**src/soc_pkg.sv**
```systemverilog
// ----------------------------------------------------------------------
// Bus widths, address map, request and response structs, boot ROM image
// ----------------------------------------------------------------------

package soc_pkg;

    localparam int unsigned ADDR_W = 32;
    localparam int unsigned DATA_W = 64;
    localparam int unsigned BE_W   = DATA_W / 8;
    localparam int unsigned OFFS_W = $clog2(BE_W);

    typedef logic [ADDR_W-1:0] addr_t;
    typedef logic [DATA_W-1:0] data_t;
    typedef logic [BE_W-1:0]   be_t;

    // One request beat, 105 bits
    typedef struct packed {
        logic  we;
        addr_t addr;
        data_t wdata;
        be_t   be;
    } bus_req_t;

    typedef struct packed {
        data_t rdata;
        logic  err;
    } bus_rsp_t;

    typedef enum logic [2:0] {
        REGION_ROM,
        REGION_CLINT,
        REGION_HOST,
        REGION_DRAM,
        REGION_NONE
    } region_e;

    // ------------------------------------------------------------------
    // Address map
    // ------------------------------------------------------------------
    localparam addr_t ROM_BASE   = 32'h0001_0000;
    localparam addr_t ROM_LEN    = 32'h0000_1000;
    localparam addr_t CLINT_BASE = 32'h0200_0000;
    localparam addr_t CLINT_LEN  = 32'h0000_C000;
    localparam addr_t HOST_BASE  = 32'h0300_0000;
    localparam addr_t HOST_LEN   = 32'h0000_1000;
    localparam addr_t DRAM_BASE  = 32'h8000_0000;

    // CLINT register offsets, hart 0 only
    localparam addr_t MSIP_OFFS     = 32'h0000_0000;
    localparam addr_t MTIMECMP_OFFS = 32'h0000_4000;
    localparam addr_t MTIME_OFFS    = 32'h0000_BFF8;

    // ------------------------------------------------------------------
    // Boot ROM image
    // ------------------------------------------------------------------
    localparam int unsigned ROM_WORDS = 16;

    typedef data_t rom_image_t [ROM_WORDS];

    function automatic rom_image_t gen_rom_image();
        rom_image_t img;
        for (int i = 0; i < ROM_WORDS; i++) begin
            img[i] = 64'h0B00_7000_0000_0000 + data_t'(i) * 64'h0101;
        end
        return img;
    endfunction

    localparam rom_image_t ROM_IMAGE = gen_rom_image();

    // Replace the enabled bytes of a word
    function automatic data_t be_merge(data_t old_word, data_t new_word, be_t be);
        data_t merged;
        merged = old_word;
        for (int b = 0; b < BE_W; b++) begin
            if (be[b]) begin
                merged[8*b +: 8] = new_word[8*b +: 8];
            end
        end
        return merged;
    endfunction

endpackage

```
**src/sys_regs.sv**
```systemverilog
// ----------------------------------------------------------------------
// CLINT timer and software interrupt, host exit register
// ----------------------------------------------------------------------

module sys_regs
    import soc_pkg::*;
(
    input  logic        clk_i,
    input  logic        rst_n_i,
    input  logic        rtc_i,
    input  logic        req_i,
    input  bus_req_t    req_bus_i,
    output data_t       rdata_o,
    output logic        timer_irq_o,
    output logic        ipi_o,
    output logic [31:0] exit_o
);

    logic [1:0]  rtc_sync_q;
    logic        rtc_last_q;
    logic        rtc_tick;
    addr_t       offs;
    logic        sel_msip;
    logic        sel_cmp;
    logic        sel_time;
    logic        sel_host;
    logic        wr;
    logic        msip_q;
    data_t       mtime_q;
    data_t       mtimecmp_q;
    logic [31:0] exit_q;
    data_t       rd_word;

    // Word-level register select
    assign offs     = req_bus_i.addr - CLINT_BASE;
    assign sel_msip = offs[ADDR_W-1:OFFS_W] == MSIP_OFFS[ADDR_W-1:OFFS_W];
    assign sel_cmp  = offs[ADDR_W-1:OFFS_W] == MTIMECMP_OFFS[ADDR_W-1:OFFS_W];
    assign sel_time = offs[ADDR_W-1:OFFS_W] == MTIME_OFFS[ADDR_W-1:OFFS_W];
    assign sel_host = req_bus_i.addr[ADDR_W-1:OFFS_W] == HOST_BASE[ADDR_W-1:OFFS_W];
    assign wr       = req_i && req_bus_i.we;

    // Rising edge of the synchronized rtc
    assign rtc_tick = rtc_sync_q[1] && !rtc_last_q;

    always_ff @(posedge clk_i) begin
        if (!rst_n_i) begin
            rtc_sync_q <= '0;
            rtc_last_q <= 1'b0;
            msip_q     <= 1'b0;
            mtime_q    <= '0;
            mtimecmp_q <= '1;
            exit_q     <= '0;
        end else begin
            // Synchronizer, then rising edge detect
            rtc_sync_q <= {rtc_sync_q[0], rtc_i};
            rtc_last_q <= rtc_sync_q[1];
            if (wr && sel_msip && req_bus_i.be[0]) begin
                msip_q <= req_bus_i.wdata[0];
            end
            if (wr && sel_cmp) begin
                mtimecmp_q <= be_merge(mtimecmp_q, req_bus_i.wdata, req_bus_i.be);
            end
            // Software write wins over a tick
            if (wr && sel_time) begin
                mtime_q <= be_merge(mtime_q, req_bus_i.wdata, req_bus_i.be);
            end else if (rtc_tick) begin
                mtime_q <= mtime_q + 1'b1;
            end
            if (wr && sel_host) begin
                exit_q <= req_bus_i.wdata[31:0];
            end
        end
    end

    always_comb begin
        rd_word = '0;
        if (sel_msip) begin
            rd_word[0] = msip_q;
        end else if (sel_cmp) begin
            rd_word = mtimecmp_q;
        end else if (sel_time) begin
            rd_word = mtime_q;
        end else if (sel_host) begin
            rd_word[31:0] = exit_q;
        end
    end

    always_ff @(posedge clk_i) begin
        if (req_i) begin
            rdata_o <= rd_word;
        end
    end

    assign timer_irq_o = mtime_q >= mtimecmp_q;
    assign ipi_o       = msip_q;
    assign exit_o      = exit_q;

    // mtime only counts up, so the interrupt holds until software moves a register
    assert property (@(posedge clk_i) disable iff (!rst_n_i)
        (timer_irq_o && !(wr && (sel_cmp || sel_time))) |=> timer_irq_o)
        else $error("timer interrupt dropped without a register write");

endmodule

```
**config.mk**
```make
export PLATFORM = sky130hd
export DESIGN_NAME = sys_regs
export DESIGN_NICKNAME = d
export VERILOG_FILES = /design/src/soc_pkg.sv /design/src/sys_regs.sv
export SDC_FILE = /design/constraint.sdc
export NUM_CORES = 1
export LEC_CHECK = 0
export BUFFER_PORTS_ARGS = -buffer_cell sky130_fd_sc_hd__buf_4
export CORE_MARGIN = 2
export CORE_UTILIZATION = 61
export DETAILED_ROUTE_END_ITERATION = 16
export GPL_TIMING_DRIVEN = 0
export MAX_ROUTING_LAYER = met4
export PLACE_DENSITY = 0.93
export SKIP_LAST_GASP = 1
export SLEW_MARGIN = 20
export SYNTH_ARGS = -nofsm -noshare
export SYNTH_HDL_FRONTEND = slang
export SYNTH_SLANG_ARGS = --single-unit
export TNS_END_PERCENT = 1
```
**constraint.sdc**
```tcl
create_clock -name clk_i -period 5.55 [get_ports clk_i]
set_input_delay 1.11 -clock clk_i [delete_from_list [all_inputs] [get_ports clk_i]]
set_output_delay 1.11 -clock clk_i [all_outputs]
set_load 0.005 [all_outputs]
```
## Word-level counts from Yosys, hierarchy flattened

Cells that the tools add are included.
W data, S select, Z words.

| cells by class | value |
|---|---|
| multiply operators | 0 |
| equality and inequality tests | 11 |
| bitwise operators | 0 |
| add/subtract/negate cells | 2 |
| reductions and logical operators | 26 |
| shift operators | 0 |
| divide/modulo/power cells | 0 |
| multiplexer cells | 15 |
| $lt $le $gt $ge | 1 |

Operators by type and width:

| kind | number |
|---|---|
| $mux W64 | 3 |
| $mux W32 | 3 |
| $add A64 B1 Y64 const B | 1 |
| $ge A64 B64 Y1 | 1 |
| $mux W8 | 8 |
| $reduce_and A2 Y1 | 16 |
| $sub A32 B26 Y32 const B | 1 |
| $eq A29 B12 Y1 const B | 1 |
| $eq A29 B13 Y1 const B | 1 |
| $eq A29 B23 Y1 const B | 1 |
| $logic_not A29 Y1 | 1 |
| $ne A2 B2 Y1 const B | 8 |
| $logic_and A1 B1 Y1 | 7 |
| $reduce_bool A2 Y1 | 1 |
| $logic_not A1 Y1 | 1 |
| $mux W1 | 1 |

| storage, ports and cells | value |
|---|---|
| latch bits | 0 |
| flip-flop bits (word level) | 228 |
| input port bits | 109 |
| word-level logic and storage cells | 77 |
| memory bits (read-only) | 0 |
| output and inout port bits | 98 |
| memories | 0 |
| RAM bits | 0 |

## Longest topological paths before layout

Gate-level depths: netlist of run 1.

| depth | value |
|---|---|
| word-level depth | 5 |
| mapped depth | 10 |
| mapped depth without buffers | 8 |

## Worst setup path before layout of run 1

No wires, ideal clock.

| path | value |
|---|---|
| kind | input port to flip-flop |
| from | input port req_bus_i[95] (netlist name) |
| to | register rdata_o[26] (data pin) |
| setup time | 0.131 ns |
| data arrival time | 2.949 ns |
| required time | 5.419 ns |
| slack | 2.471 ns |
| stages on the path | 7 |
| path buffers | 2 |
| cells stage by stage | nor4b_1 > nand4_1 > nor4b_2 > clkbuf_1 > buf_1 > a222oi_1 > inv_1 |

| between the ends | value |
|---|---|
| cells in the longest elaborated chain, start to end | 4 |
| elaborated cells on any way between the ends | 8 |

Ends and longest elaborated chain:

| element | RTL line | text |
|---|---|---|
| from (decl) | sys_regs.sv:12 | `input bus_req_t req_bus_i,` |
| $sub A32 B26 Y32 / $eq A29 B23 Y1 (equally long branches) | sys_regs.sv:35, sys_regs.sv:39 |  |
| $eq A29 B13 Y1 / $mux W32 (equally long branches) | sys_regs.sv:38, sys_regs.sv:83 |  |
| $mux W32 | sys_regs.sv:81 | `end else if (sel_time) begin` |
| $mux W64 | sys_regs.sv:79 | `end else if (sel_cmp) begin` |
| to (signal assigned) | sys_regs.sv:90 | `rdata_o <= rd_word;` |
| to (decl) | sys_regs.sv:13 | `output data_t rdata_o,` |

Several ways; a longest one is shown, not always the timed one.
A chain may end at the register's enable or synchronous reset.

## Worst setup path after layout of run 1

| path | value |
|---|---|
| from | register mtime_q[10] |
| to | output port timer_irq_o |

| between the ends | value |
|---|---|
| cells in the longest elaborated chain, start to end | 1 |

Ends and longest elaborated chain:

| element | RTL line | text |
|---|---|---|
| from (decl) | sys_regs.sv:29 | `data_t mtime_q;` |
| from (signal assigned) | sys_regs.sv:65 | `mtime_q <= be_merge(mtime_q, req_bus_i.wdata, req_bus_i.be);` |
| from (signal assigned) | sys_regs.sv:67 | `mtime_q <= mtime_q + 1'b1;` |
| $ge A64 B64 Y1 | sys_regs.sv:94 | `assign timer_irq_o = mtime_q >= mtimecmp_q;` |
| to (decl) | sys_regs.sv:14 | `output logic timer_irq_o,` |

No other way between the ends.

==> summary.md, run 1 <==
| Metric | Value |
|---|---|
| Synth Flop Type | dfxtp_1 |
| Post-synthesis cell type count | 66 |
| Startpoint type of the worst setup path | flip-flop |
| Crit path to | timer_irq_o |
| Placed Instances | 1843 |
| Fin. max-slew vios | 0 |
| Post-CTS setup buffers | 0 |
| Initial core utilization | 62.2% |
| Fin crit share | 77.3% |
| Routed len/inst | 22.6 um |
| Post-Syn Instances | 1378 |
| Final Setup Violations | 0 |
| Most frequent cells in the layout | 209 x nand2_1, 201 x buf_4, 164 x dfxtp_1 |
| Worst Path Arrival | 3180 ps |
| Antenna Nets Post-Route | 0 |
| Synthesized area per cell | 8.79 um^2 |
| Reg2reg setup slack | 2480 ps |
| All-Layer GR Usage | 41.1% |
| Die Y | 145 um |
| CTS tree | done |
| # rows | 51 |
| CP Class | reg -> out |
| Status | completed |
| Clock Tree Root | clkbuf_16 |
| Via density | 6.65 |
| Placed cell area | 13900 um^2 |
| CTS clk-pin slew, worst paths | 70 ps |
| Routed vias | 12600 |
| Number of iterations in the first detailed-routing pass | 7 |
| Clock insertion delay at the later pin of the skew report | 540 ps |
| Core ar. | 19500 um^2 |
| GRT met3 Usage | 8.92% |
| Final min period | 4290 ps |
| CP max FO | 7 |
| GRT busiest layer | met2 |
| Crit path launch | mtime_q[10] |
| Syn_nets | 1552 |
| DRT Wirelength | 42.7 mm |
| Worst IR drop on VDD | 306 uV |
| Number of synthesized flops with an enable pin | 64 |
| First-pass GRT wire length | 64.7 mm |
| Endpoint class of the critical path | output port |
| YS warnings | 0 |
| Post-CTS sizing | 0 |
| Final hold viol count | 0 |
| R2R Path Start | mtime_q[7] |
| Iteration-0 DRC Markers | 1587 |
| RSZ-0062 raised after global routing | no |
| Hold WS | 471 ps |
| Worst r2r dst | mtime_q[52] |
| Max-Cap Viols | 0 |
| Asr flop ratio synth | 0% |
| Boundary Pins | 207 |
| Setup TNS Final | 0 ps |
| Power per cell area | 245 nW/um^2 |
| Share of the yosys chip area belonging to registers | 43.0% |
| Largest net degree at the start of global routing | 67 |
| Synth Register Bits | 228 |
| R2R depth | 7 |
| Post-Place Worst Slack | 686 ps |
| Data required, critical path | 4440 ps |
| H-tree level count | 1 |
| Routability cong. | 1.02 |
| Num CTS Buffers | 24 |
| IO buf count | 200 |
| Die Span X | 145 um |
| Fillcell total | 1401 |
| Layout area overhead | 22.1% |
| Final Non-Filler Cells | 1889 |
| CTS Hold Bufs | 0 |
| HPWL Detailed | 30.8 mm |
| Fin area | 14800 um^2 |
| Met2 usage | 65.2% |
| Met1 Track Usage GR | 49.5% |
| Fmax | 233 MHz |
| Actual slew at the worst max-slew pin | 1030 ps |
| DIE AREA | 21000 um^2 |
| Commonest non-fill, non-tap cell in the layout | nand2_1 |
| Clock buffer depth | 3 |
| Leakage power total | 6.70 nW |
| HP Class | reg -> reg |
| Num Clock Sinks | 228 |
| Final net count | 1778 |
| Initial antenna violation count | 0 |
| Global route overflow | 0 |
| Vias in the first global route | 12100 |
| Max_slew headroom | 30.7% |
| Synth Cell Area | 12100 um^2 |
| Layout cell share with drive strength beyond 1 | 16.3% |
| # DRC | 0 |
| Post-Route Skew | 21.4 ps |
| Final worst slack | 1260 ps |
## layout make-up
| type | instances | area [um^2] | share of cell area [%] |
|---|---|---|---|
| inverter | 108 | 405 | 2.74 |
| buffer | 78 | 312 | 2.11 |
| timing repair buffer | 200 | 1500 | 10.2 |
| clock buffer | 32 | 692 | 4.68 |
| antenna | 2 | 5.00 | 0.0339 |
| clock inverter | 12 | 129 | 0.872 |
| multi-input combinational | 964 | 6200 | 42.0 |
| tap | 265 | 332 | 2.24 |
| sequential | 228 | 5200 | 35.2 |
## state kept, by name (all words and copies together) (netlist names)
| name | cells |
|---|---|
| mtimecmp_q | 64 |
| rtc_last_q | 1 |
| mtime_q | 64 |
| rdata_o | 64 |
| exit_o | 32 |
| rtc_sync_q | 2 |
| ipi_o | 1 |
## per-layer routing
layer | share of wire, % | vias up
met5 | 0 | -
met4 | 5.6 | 0
met3 | 12 | 206
met2 | 46 | 920
met1 | 37 | 5866
li1 | - | 5571
## critical path: stages (launching register included)
cell       delay, ps
dfxtp_1          470
ha_1             300
a21o_1           180
a21o_1           190
a2111oi_0        430
a211oi_1         220
o2111ai_1        510
nand3_1          170
buf_4            170
## stage by stage
step                      power [mW]  util, %
after floorplan                 1.81        -
after global placement          1.95     71.6
after detailed placement        1.96     71.7
after CTS                       3.61     75.9
after global routing            3.70     75.9
final                           3.63     75.9
## cell usage after synthesis, drive strengths merged, types with 4 or more instances
master  count  area [um^2]
o21a       13         97.6
mux2        8         90.1
o211ai     41          308
and2       18          113
nand3b      6         45.0
nor4       19          134
and4       13          114
a22o       32          280
a32oi       5         43.8
a41oi       4         35.0
nor3       21          105
nand4      44          282
a211oi     13         97.6
a31oi      18          113
inv       108          405
dfxtp     164         3280
and3       20          125
nand2     209          785
or3        11         68.8
a21o        9         67.6
o21ai      48          240
nand2b      6         37.5
nor2       65          244
edfxtp     64         1920
o311ai      6         52.6
a21oi      98          490
clkbuf     58          218
buf        20         93.9
or4        10         78.8
a222oi     32          320
nand3      43          215
mux2i      35          350
ha         65          813
## how the worst min path moves through the flow
stage | start | endpoint | slack [ps] | depth (start not counted)
after global placement | rtc_sync_q[0] | rtc_sync_q[1] | 420 | 1
after floorplan | rtc_sync_q[0] | rtc_sync_q[1] | 410 | 1
after CTS | exit_o[26] | exit_o[26] | 470 | 2
after detailed placement | rtc_sync_q[0] | rtc_sync_q[1] | 460 | 1
after global routing | exit_o[26] | exit_o[26] | 490 | 2
final | exit_o[26] | exit_o[26] | 470 | 2
## kinds of logic (layout without fill, tap and decap cells)
logic type	count (synthesis)	count (layout)	share of synthesized area [%]
AOI/OAI and AO/OA	357	357	20.4
xor gates and xnor gates	1	1	0.0723
adders and majority gates	65	65	6.72
buffers and inverters	186	430	5.92
DFF	228	228	43.0
muxes	43	43	3.64
other	0	2	0
and+or+nand+nor	498	498	20.2
## where the power goes
| part | internal, mW | switching (mW) |
|---|---|---|
| Clock | 1.01 | 0.688 |
| Combinational | 0.0811 | 0.115 |
| Sequential | 1.72 | 0.00925 |
Note: power is estimated with default switching activity, not from simulation.
==> run 2: changes to the inputs <==
--- a/config.mk
+++ b/config.mk
@@ -5,13 +5,14 @@
 export SDC_FILE = /design/constraint.sdc
 export NUM_CORES = 1
 export LEC_CHECK = 0
+export ABC_AREA = 1
 export BUFFER_PORTS_ARGS = -buffer_cell sky130_fd_sc_hd__buf_4
 export CORE_MARGIN = 2
-export CORE_UTILIZATION = 61
+export CORE_UTILIZATION = 53
 export DETAILED_ROUTE_END_ITERATION = 16
 export GPL_TIMING_DRIVEN = 0
 export MAX_ROUTING_LAYER = met4
-export PLACE_DENSITY = 0.93
+export PLACE_DENSITY = 0.85
 export SKIP_LAST_GASP = 1
 export SLEW_MARGIN = 20
 export SYNTH_ARGS = -nofsm -noshare
==> constraint.sdc (replaced) <==
create_clock -name clk_i -period 3.45 [get_ports clk_i]
set_input_delay 0.69 -clock clk_i [delete_from_list [all_inputs] [get_ports clk_i]]
set_output_delay 0.69 -clock clk_i [all_outputs]
set_load 0.005 [all_outputs]
==> summary.md, run 2 <==
| Metric | Value |
|---|---|
| Largest net degree at the start of global routing | 66 (was 67) |
| Initial antenna violation count | 0 (unchanged) |
| Top-count cell post-synth | nand2_1 (unchanged) |
| Synthesized area per cell | 7.17 um^2 (was 8.79 um^2) |
| Commonest non-fill, non-tap cell in the layout | nand2_1 (unchanged) |
| Post-CTS setup buffers | 0 (unchanged) |
| Pwr Total | 5.89 mW (was 3.63 mW) |
| Clock buffer depth | 3 (unchanged) |
| Data required, critical path | 2760 ps (was 4440 ps) |
| Die Span X | 166 um (was 145 um) |
| IO buf count | 202 (was 200) |
| Fmax | 291 MHz |
| Iteration-0 DRC Markers | 1892 (was 1587) |
| CTS Hold Bufs | 0 (unchanged) |
| CP Class | reg -> out (unchanged) |
| Worst IR drop on VDD | 417 uV (was 306 uV) |
| # DRC | 0 (unchanged) |
| Boundary Pins | 207 (unchanged) |
| R2R Path Start | mtime_q[0] (was mtime_q[7]) |
| Leakage power total | 7.77 nW (was 6.70 nW) |
| Setup TNS Final | 0 ps (unchanged) |
| Antenna Nets Post-Route | 0 (unchanged) |
| DIE AREA | 27700 um^2 (was 21000 um^2) |
| Clock Tree Root | clkbuf_16 (unchanged) |
| Top cell type by total area after synthesis | dfxtp_1 (unchanged) |
| CTS tree | done (unchanged) |
| Num CTS Buffers | 26 (was 24) |
| # rows | 59 (was 51) |
| Layout area overhead | 19.7% (was 22.1%) |
| Share of the yosys chip area belonging to registers | 37.2% (was 43.0%) |
| Global route overflow | 0 (unchanged) |
| Post-CTS sizing | 1 (was 0) |
| Max_slew headroom | 36.0% (was 30.7%) |
| Status | completed (unchanged) |
| Largest regs | mtime_q (64), mtimecmp_q (64), rdata_o (64) (unchanged) |
| Synth cell count leaders | 434 x nand2_1, 236 x nor2_1, 218 x inv_1, 164 x dfxtp_1, 152 x a21oi_1 (was 209 x nand2_1, 164 x dfxtp_1, 108 x inv_1, 98 x a21oi_1) |
| H-tree level count | 1 (unchanged) |
| Crit path cell chain | ha_1, nand2_1, inv_1, o21ai_0, a21oi_1, nor2_1, o21ai_0, nor2_1, nand3_1, buf_4 (was ha_1, a21o_1, a21o_1, a2111oi_0, a211oi_1, o2111ai_1, nand3_1, buf_4) |
| Worst Path Arrival | 2740 ps (was 3180 ps) |
| Slowest-stage cell, CP | dfxtp_1 (was o2111ai_1) |
| Final hold viol count | 0 (unchanged) |
| Number of synthesized flops with an enable pin | 64 (unchanged) |
| Synth Flop Type | dfxtp_1 (unchanged) |
| Vias in the first global route | 14000 (was 12100) |
| Routed len/inst | 20.5 um (was 22.6 um) |
| Final min period | 3430 ps |
| Fin crit share | 99.5% |
| YS warnings | 0 (unchanged) |
| Power per cell area | 352 nW/um^2 (was 245 nW/um^2) |
| HPWL Detailed | 40.8 mm (was 30.8 mm) |
| Die Y | 166 um (was 145 um) |
| Synth top area share | 23.5% (was 27.1%) |
| Layout cell share with drive strength beyond 1 | 15.7% (was 16.3%) |
| Critical path's largest stage delay | 510 ps (about the same) |
| Met2 usage | 59.1% (was 65.2%) |
| N_diodes | 0 (was 2) |
| Placed cell area | 15900 um^2 (was 13900 um^2) |
| Startpoint type of the worst setup path | flip-flop (unchanged) |
| CTS clk-pin slew, worst paths | 60 ps (was 70 ps) |
| Main area contributors after synthesis | dfxtp_1 23%, edfxtp_1 14%, nand2_1 12%, nor2_1 6.3%, inv_1 5.9% (was dfxtp_1 27%, edfxtp_1 16%, ha_1 6.7%, nand2_1 6.5%, a21oi_1 4.1%) |
| Crit path launch | mtime_q[57] (was mtime_q[10]) |
| Met1 Track Usage GR | 49.0% (was 49.5%) |
| Core ar. | 26000 um^2 (was 19500 um^2) |
| Post-synthesis cell type count | 46 (was 66) |
| DRT Wirelength | 52.0 mm (was 42.7 mm) |
| GRT met3 Usage | 6.27% (was 8.92%) |
| Actual slew at the worst max-slew pin | 956 ps (was 1030 ps) |
| Synth Register Bits | 228 (unchanged) |
| Post-Syn Instances | 1949 (was 1378) |
| Fin area | 16700 um^2 (was 14800 um^2) |
| Initial core utilization | 53.8% (was 62.2%) |
| Hold path start | rtc_i (was exit_o[26]) |
| RSZ-0062 raised after global routing | no (unchanged) |
| First-pass GRT wire length | 78.7 mm (was 64.7 mm) |
| Asr flop ratio synth | 0% (unchanged) |
| Synth Cell Area | 14000 um^2 (was 12100 um^2) |
| Routability cong. | 1.09 (was 1.02) |
| Num Clock Sinks | 228 (unchanged) |
| Post-Route Skew | 15.3 ps (was 21.4 ps) |
| Fillcell total | 2346 (was 1401) |
| CP max FO | 7 (unchanged) |
| Syn_nets | 2123 (was 1552) |
| Final Setup Violations | 0 (unchanged) |
| Final net count | 2353 (was 1778) |
| HP Class | in -> reg (was reg -> reg) |
| Via density | 5.92 (was 6.65) |
| Max-Cap Viols | 0 (unchanged) |
| Fin. max-slew vios | 0 (unchanged) |
| All-Layer GR Usage | 37.2% (was 41.1%) |
| Number of iterations in the first detailed-routing pass | 6 (was 7) |
| Clock insertion delay at the later pin of the skew report | 540 ps (about the same) |
| Endpoint class of the critical path | output port (unchanged) |
| Routed vias | 15000 (was 12600) |
| GRT busiest layer | met2 (unchanged) |
| Most frequent cells in the layout | 434 x nand2_1, 236 x nor2_1, 218 x inv_1 (was 209 x nand2_1, 201 x buf_4, 164 x dfxtp_1) |
==> run 2: final timing paths <==
kind         slack, ps             to  cells after the start
min reg2reg        410  rtc_sync_q[1]                      2
min                330  rtc_sync_q[0]                      3
max reg2reg        400    mtime_q[40]                     11
max                 20    timer_irq_o                     10
==> run 2: logic make-up (layout without fill, tap and decap cells) <==
| kind of cell | Yosys count | in the layout | share of synthesized area (%) |
|---|---|---|---|
| compound gates | 396 | 396 | 16.5 |
| fa+ha+maj | 65 | 65 | 5.82 |
| flops | 228 | 228 | 37.2 |
| simple gates | 925 | 925 | 29.5 |
| xor+xnor | 26 | 26 | 1.63 |
| buf+inv | 309 | 559 | 9.33 |
==> run 2: layout make-up <==
type | count | area, um^2 | area share (%)
plain buffers | 81 | 449 | 2.68
clock buffers | 35 | 746 | 4.46
clock inverters | 13 | 63.8 | 0.381
inverters | 228 | 856 | 5.12
multi-input cells | 1412 | 7470 | 44.7
flip-flops and latches | 228 | 5200 | 31.1
well taps | 335 | 419 | 2.51
repair buffers | 202 | 1520 | 9.06
==> run 2: power by group <==
group	switching, mW	internal, mW	total [mW]
combinational	0.229	0.166	0.395
clock	1.15	1.51	2.65
sequential	0.0476	2.79	2.84
==> run 2: critical path: cells and delay by family (launching register included) <==
| family | cells | cell delay [ps] |
|---|---|---|
| and+or+nand+nor | 4 | 710 |
| adders and majority gates | 1 | 310 |
| AOI/OAI and AO/OA | 3 | 470 |
| buffers and inverters | 2 | 200 |
| DFF | 1 | 510 |
==> run 2: per-stage QoR <==
step | std cells | hold slack, ps | setup slack (ps) | utilization (%)
after floorplan | 1949 | 390 | 1300 | -
after global placement | 2486 | 393 | -118 | 61.2
after detailed placement | 2486 | 400 | -229 | 61.2
after CTS | 2534 | 328 | 36.8 | 64.4
after global routing | 2534 | 329 | 1.07 | 64.4
final | 2534 | 331 | 16.9 | 64.4
==> run 2: metal layers <==
| layer | routed length, um | share of wire (%) |
|---|---|---|
| met2 | 23700 | 46 |
| met5 | 0 | 0 |
| met4 | 1600 | 3.1 |
| met3 | 5290 | 10 |
| met1 | 21400 | 41 |
==> run 3: changes to the inputs <==
--- a/config.mk
+++ b/config.mk
@@ -5,14 +5,14 @@
 export SDC_FILE = /design/constraint.sdc
 export NUM_CORES = 1
 export LEC_CHECK = 0
-export ABC_AREA = 1
+export ABC_AREA = 0
 export BUFFER_PORTS_ARGS = -buffer_cell sky130_fd_sc_hd__buf_4
 export CORE_MARGIN = 2
-export CORE_UTILIZATION = 53
+export CORE_UTILIZATION = 51
 export DETAILED_ROUTE_END_ITERATION = 16
 export GPL_TIMING_DRIVEN = 0
 export MAX_ROUTING_LAYER = met4
-export PLACE_DENSITY = 0.85
+export PLACE_DENSITY = 0.83
 export SKIP_LAST_GASP = 1
 export SLEW_MARGIN = 20
 export SYNTH_ARGS = -nofsm -noshare
==> summary.md, run 3 (synthesis results as in run 1) <==
| Metric | Value |
|---|---|
| Commonest non-fill, non-tap cell in the layout | nand2_1 (unchanged) |
| # rows | 56 (was 59) |
| Fillcell total | 2073 (was 2346) |
| Violated checks | negative setup slack |
| Largest net degree at the start of global routing | 67 (was 66) |
| # DRC | 0 (unchanged) |
| CP delay by family, top | compound AO/OA/AOI/OAI gates (was simple AND/OR/NAND/NOR gates) |
| Leakage power total | 6.66 nW (was 7.77 nW) |
| Die Span X | 158 um (was 166 um) |
| Post-Route Skew | 8.40 ps (was 15.3 ps) |
| Placed Instances | 1897 (was 2486) |
| Routed vias | 12100 (was 15000) |
| Hold WS | 392 ps (was 331 ps) |
| Global route overflow | 0 (unchanged) |
| Power per cell area | 376 nW/um^2 (was 352 nW/um^2) |
| HP Class | in -> reg (unchanged) |
| Actual slew at the worst max-slew pin | 1050 ps (was 956 ps) |
| Largest regs | mtime_q (64), mtimecmp_q (64), rdata_o (64) (unchanged) |
| Die Y | 158 um (was 166 um) |
| DRT Wirelength | 41.3 mm (was 52.0 mm) |
| Startpoint type of the worst setup path | flip-flop (unchanged) |
| RSZ-0062 raised after global routing | yes (was no) |
| Post-Place Worst Slack | -767 ps (was -229 ps) |
| IO buf count | 200 (was 202) |
| Reg2reg setup slack | 310 ps (was 400 ps) |
| Final Non-Filler Cells | 1945 (was 2534) |
| Final min period | 3540 ps (was 3430 ps) |
| Worst r2r dst | mtime_q[60] (was mtime_q[40]) |
| Boundary Pins | 207 (unchanged) |
| Slowest-stage cell, CP | dfxtp_1 (unchanged) |
| Max-Cap Viols | 0 (unchanged) |
| HPWL Detailed | 30.5 mm (was 40.8 mm) |
| Final net count | 1781 (was 2353) |
| Reg area | 5200 um^2 (unchanged) |
| R2R Path Start | mtime_q[9] (was mtime_q[0]) |
| Buf/Inv on CP | 2 (unchanged) |
| Clock Tree Root | clkbuf_16 (unchanged) |
| Endpoint class of the critical path | output port (unchanged) |
| Iteration-0 DRC Markers | 1311 (was 1892) |
| Routed len/inst | 21.2 um (was 20.5 um) |
| Placed cell area | 14000 um^2 (was 15900 um^2) |
| Setup TNS Final | -153 ps (was 0 ps) |
| R2R depth | 7 (was 11) |
| Initial antenna violation count | 1 (was 0) |
| H-tree level count | 1 (unchanged) |
| Fin. max-slew vios | 0 (unchanged) |
| Clock insertion delay at the later pin of the skew report | 520 ps (was 540 ps) |
| CP Depth | 9 (was 10) |
| CTS clk-pin slew, worst paths | 60 ps (about the same) |
| Most frequent cells in the layout | 209 x nand2_1, 202 x buf_4, 164 x dfxtp_1 (was 434 x nand2_1, 236 x nor2_1, 218 x inv_1) |
| Final worst slack | -91.7 ps (was 16.9 ps) |
| Layout area overhead | 22.0% (was 19.7%) |
| DIE AREA | 25000 um^2 (was 27700 um^2) |
| Vias in the first global route | 11400 (was 14000) |
| Max_slew headroom | 29.2% (was 36.0%) |
| First-pass GRT wire length | 62.8 mm (was 78.7 mm) |
| Number of iterations in the first detailed-routing pass | 6 (unchanged) |
| Antenna Nets Post-Route | 0 (unchanged) |
| Final Setup Violations | 5 (was 0) |
| Worst IR drop on VDD | 331 uV (was 417 uV) |
| Pwr Total | 5.55 mW (was 5.89 mW) |
| Core ar. | 23400 um^2 (was 26000 um^2) |
| Critical path's largest stage delay | 480 ps (was 510 ps) |
| Num Clock Sinks | 228 (unchanged) |
| Clock buffer depth | 3 (unchanged) |
| CTS tree | done (unchanged) |
| Status | finished with violations (was completed) |
| Initial core utilization | 51.7% (was 53.8%) |
| Fin area | 14800 um^2 (was 16700 um^2) |
| Final hold viol count | 0 (unchanged) |
| Layout cell share with drive strength beyond 1 | 16.3% (was 15.7%) |
| Via density | 6.20 (was 5.92) |
| Util after Layout | 63.1% (was 64.4%) |
| Area of the multi-input gates | 6210 um^2 (was 7470 um^2) |
| Fin crit share | 103% (was 99.5%) |
| Num CTS Buffers | 25 (was 26) |
| Crit path launch | mtime_q[0] (was mtime_q[57]) |
| Crit path cell chain | inv_1, ha_1, nor2b_1, o21ai_0, a21oi_1, a211oi_1, o2111ai_2, nand3_1, buf_4 (was ha_1, nand2_1, inv_1, o21ai_0, a21oi_1, nor2_1, o21ai_0, nor2_1, nand3_1, buf_4) |
| Worst Path Arrival | 2850 ps (was 2740 ps) |
| Routability cong. | 1.00 (was 1.09) |
| Data required, critical path | 2760 ps (about the same) |
| Fmax | 282 MHz (was 291 MHz) |
| Crit path to | timer_irq_o (unchanged) |
| All-Layer GR Usage | 33.3% (was 37.2%) |
| CP max FO | 8 (was 7) |
| CP Class | reg -> out (unchanged) |
run 3: report_power, final:
part / internal, mW / switching (mW) / leakage (nW)
sequential: 2.77 / 0.0140 / 1.99
combinational: 0.131 / 0.185 / 4.31
clock: 1.36 / 1.09 / 0.352
total: 4.26 / 1.29 / 6.66
run 3: how the worst min path moves through the flow:
stage	start	to	slack, ps	cells past startpoint
CTS	req_bus_i[71]	mtimecmp_q[63]	390	3
global route	req_bus_i[71]	mtimecmp_q[63]	400	3
finish	req_bus_i[71]	mtimecmp_q[63]	390	3
detailed placement	rtc_sync_q[0]	rtc_sync_q[1]	450	1
global placement	rtc_sync_q[0]	rtc_sync_q[1]	420	1
floorplan	rtc_sync_q[0]	rtc_sync_q[1]	410	1
run 3: layer usage:
metal | vias up | track usage (%) | wire (um)
met5 | - | - | 0
met4 | 0 | 13.6 | 1700
met3 | 120 | 6.46 | 4190
met2 | 670 | 53.2 | 18800
met1 | 5686 | 41.7 | 16600
li1 | 5586 | - | -
run 3: worst reg2reg max path, stage by stage, from the launching register on:
cell,delay [ps]
dfxtp_1,470
nand3_1,240
nor4_1,720
and4_1,450
buf_1,470
nand3_1,250
nor4_1,290
a211oi_1,120
run 3: layout make-up:
| cell class | count | share of cell area (%) |
|---|---|---|
| flip-flops and latches | 228 | 35.2 |
| repair buffers | 202 | 10.3 |
| multi-input cells | 964 | 42.0 |
| diodes | 1 | 0.0169 |
| plain buffers | 78 | 2.12 |
| clock buffers | 36 | 4.58 |
| clock inverters | 9 | 0.305 |
| well taps | 319 | 2.70 |
| inverters | 108 | 2.74 |
run 3: what timing repair did:
| action | 4_1_cts | 5_1_grt |
|---|---|---|
| endpoints found under the setup margin | 33 | 30 |
| pin swaps | 0 | 1 |
| resized for setup | 3 | 0 |
| cloned | 0 | 0 |
| setup buffers | 0 | 2 |
| hold buffers | 0 | 0 |
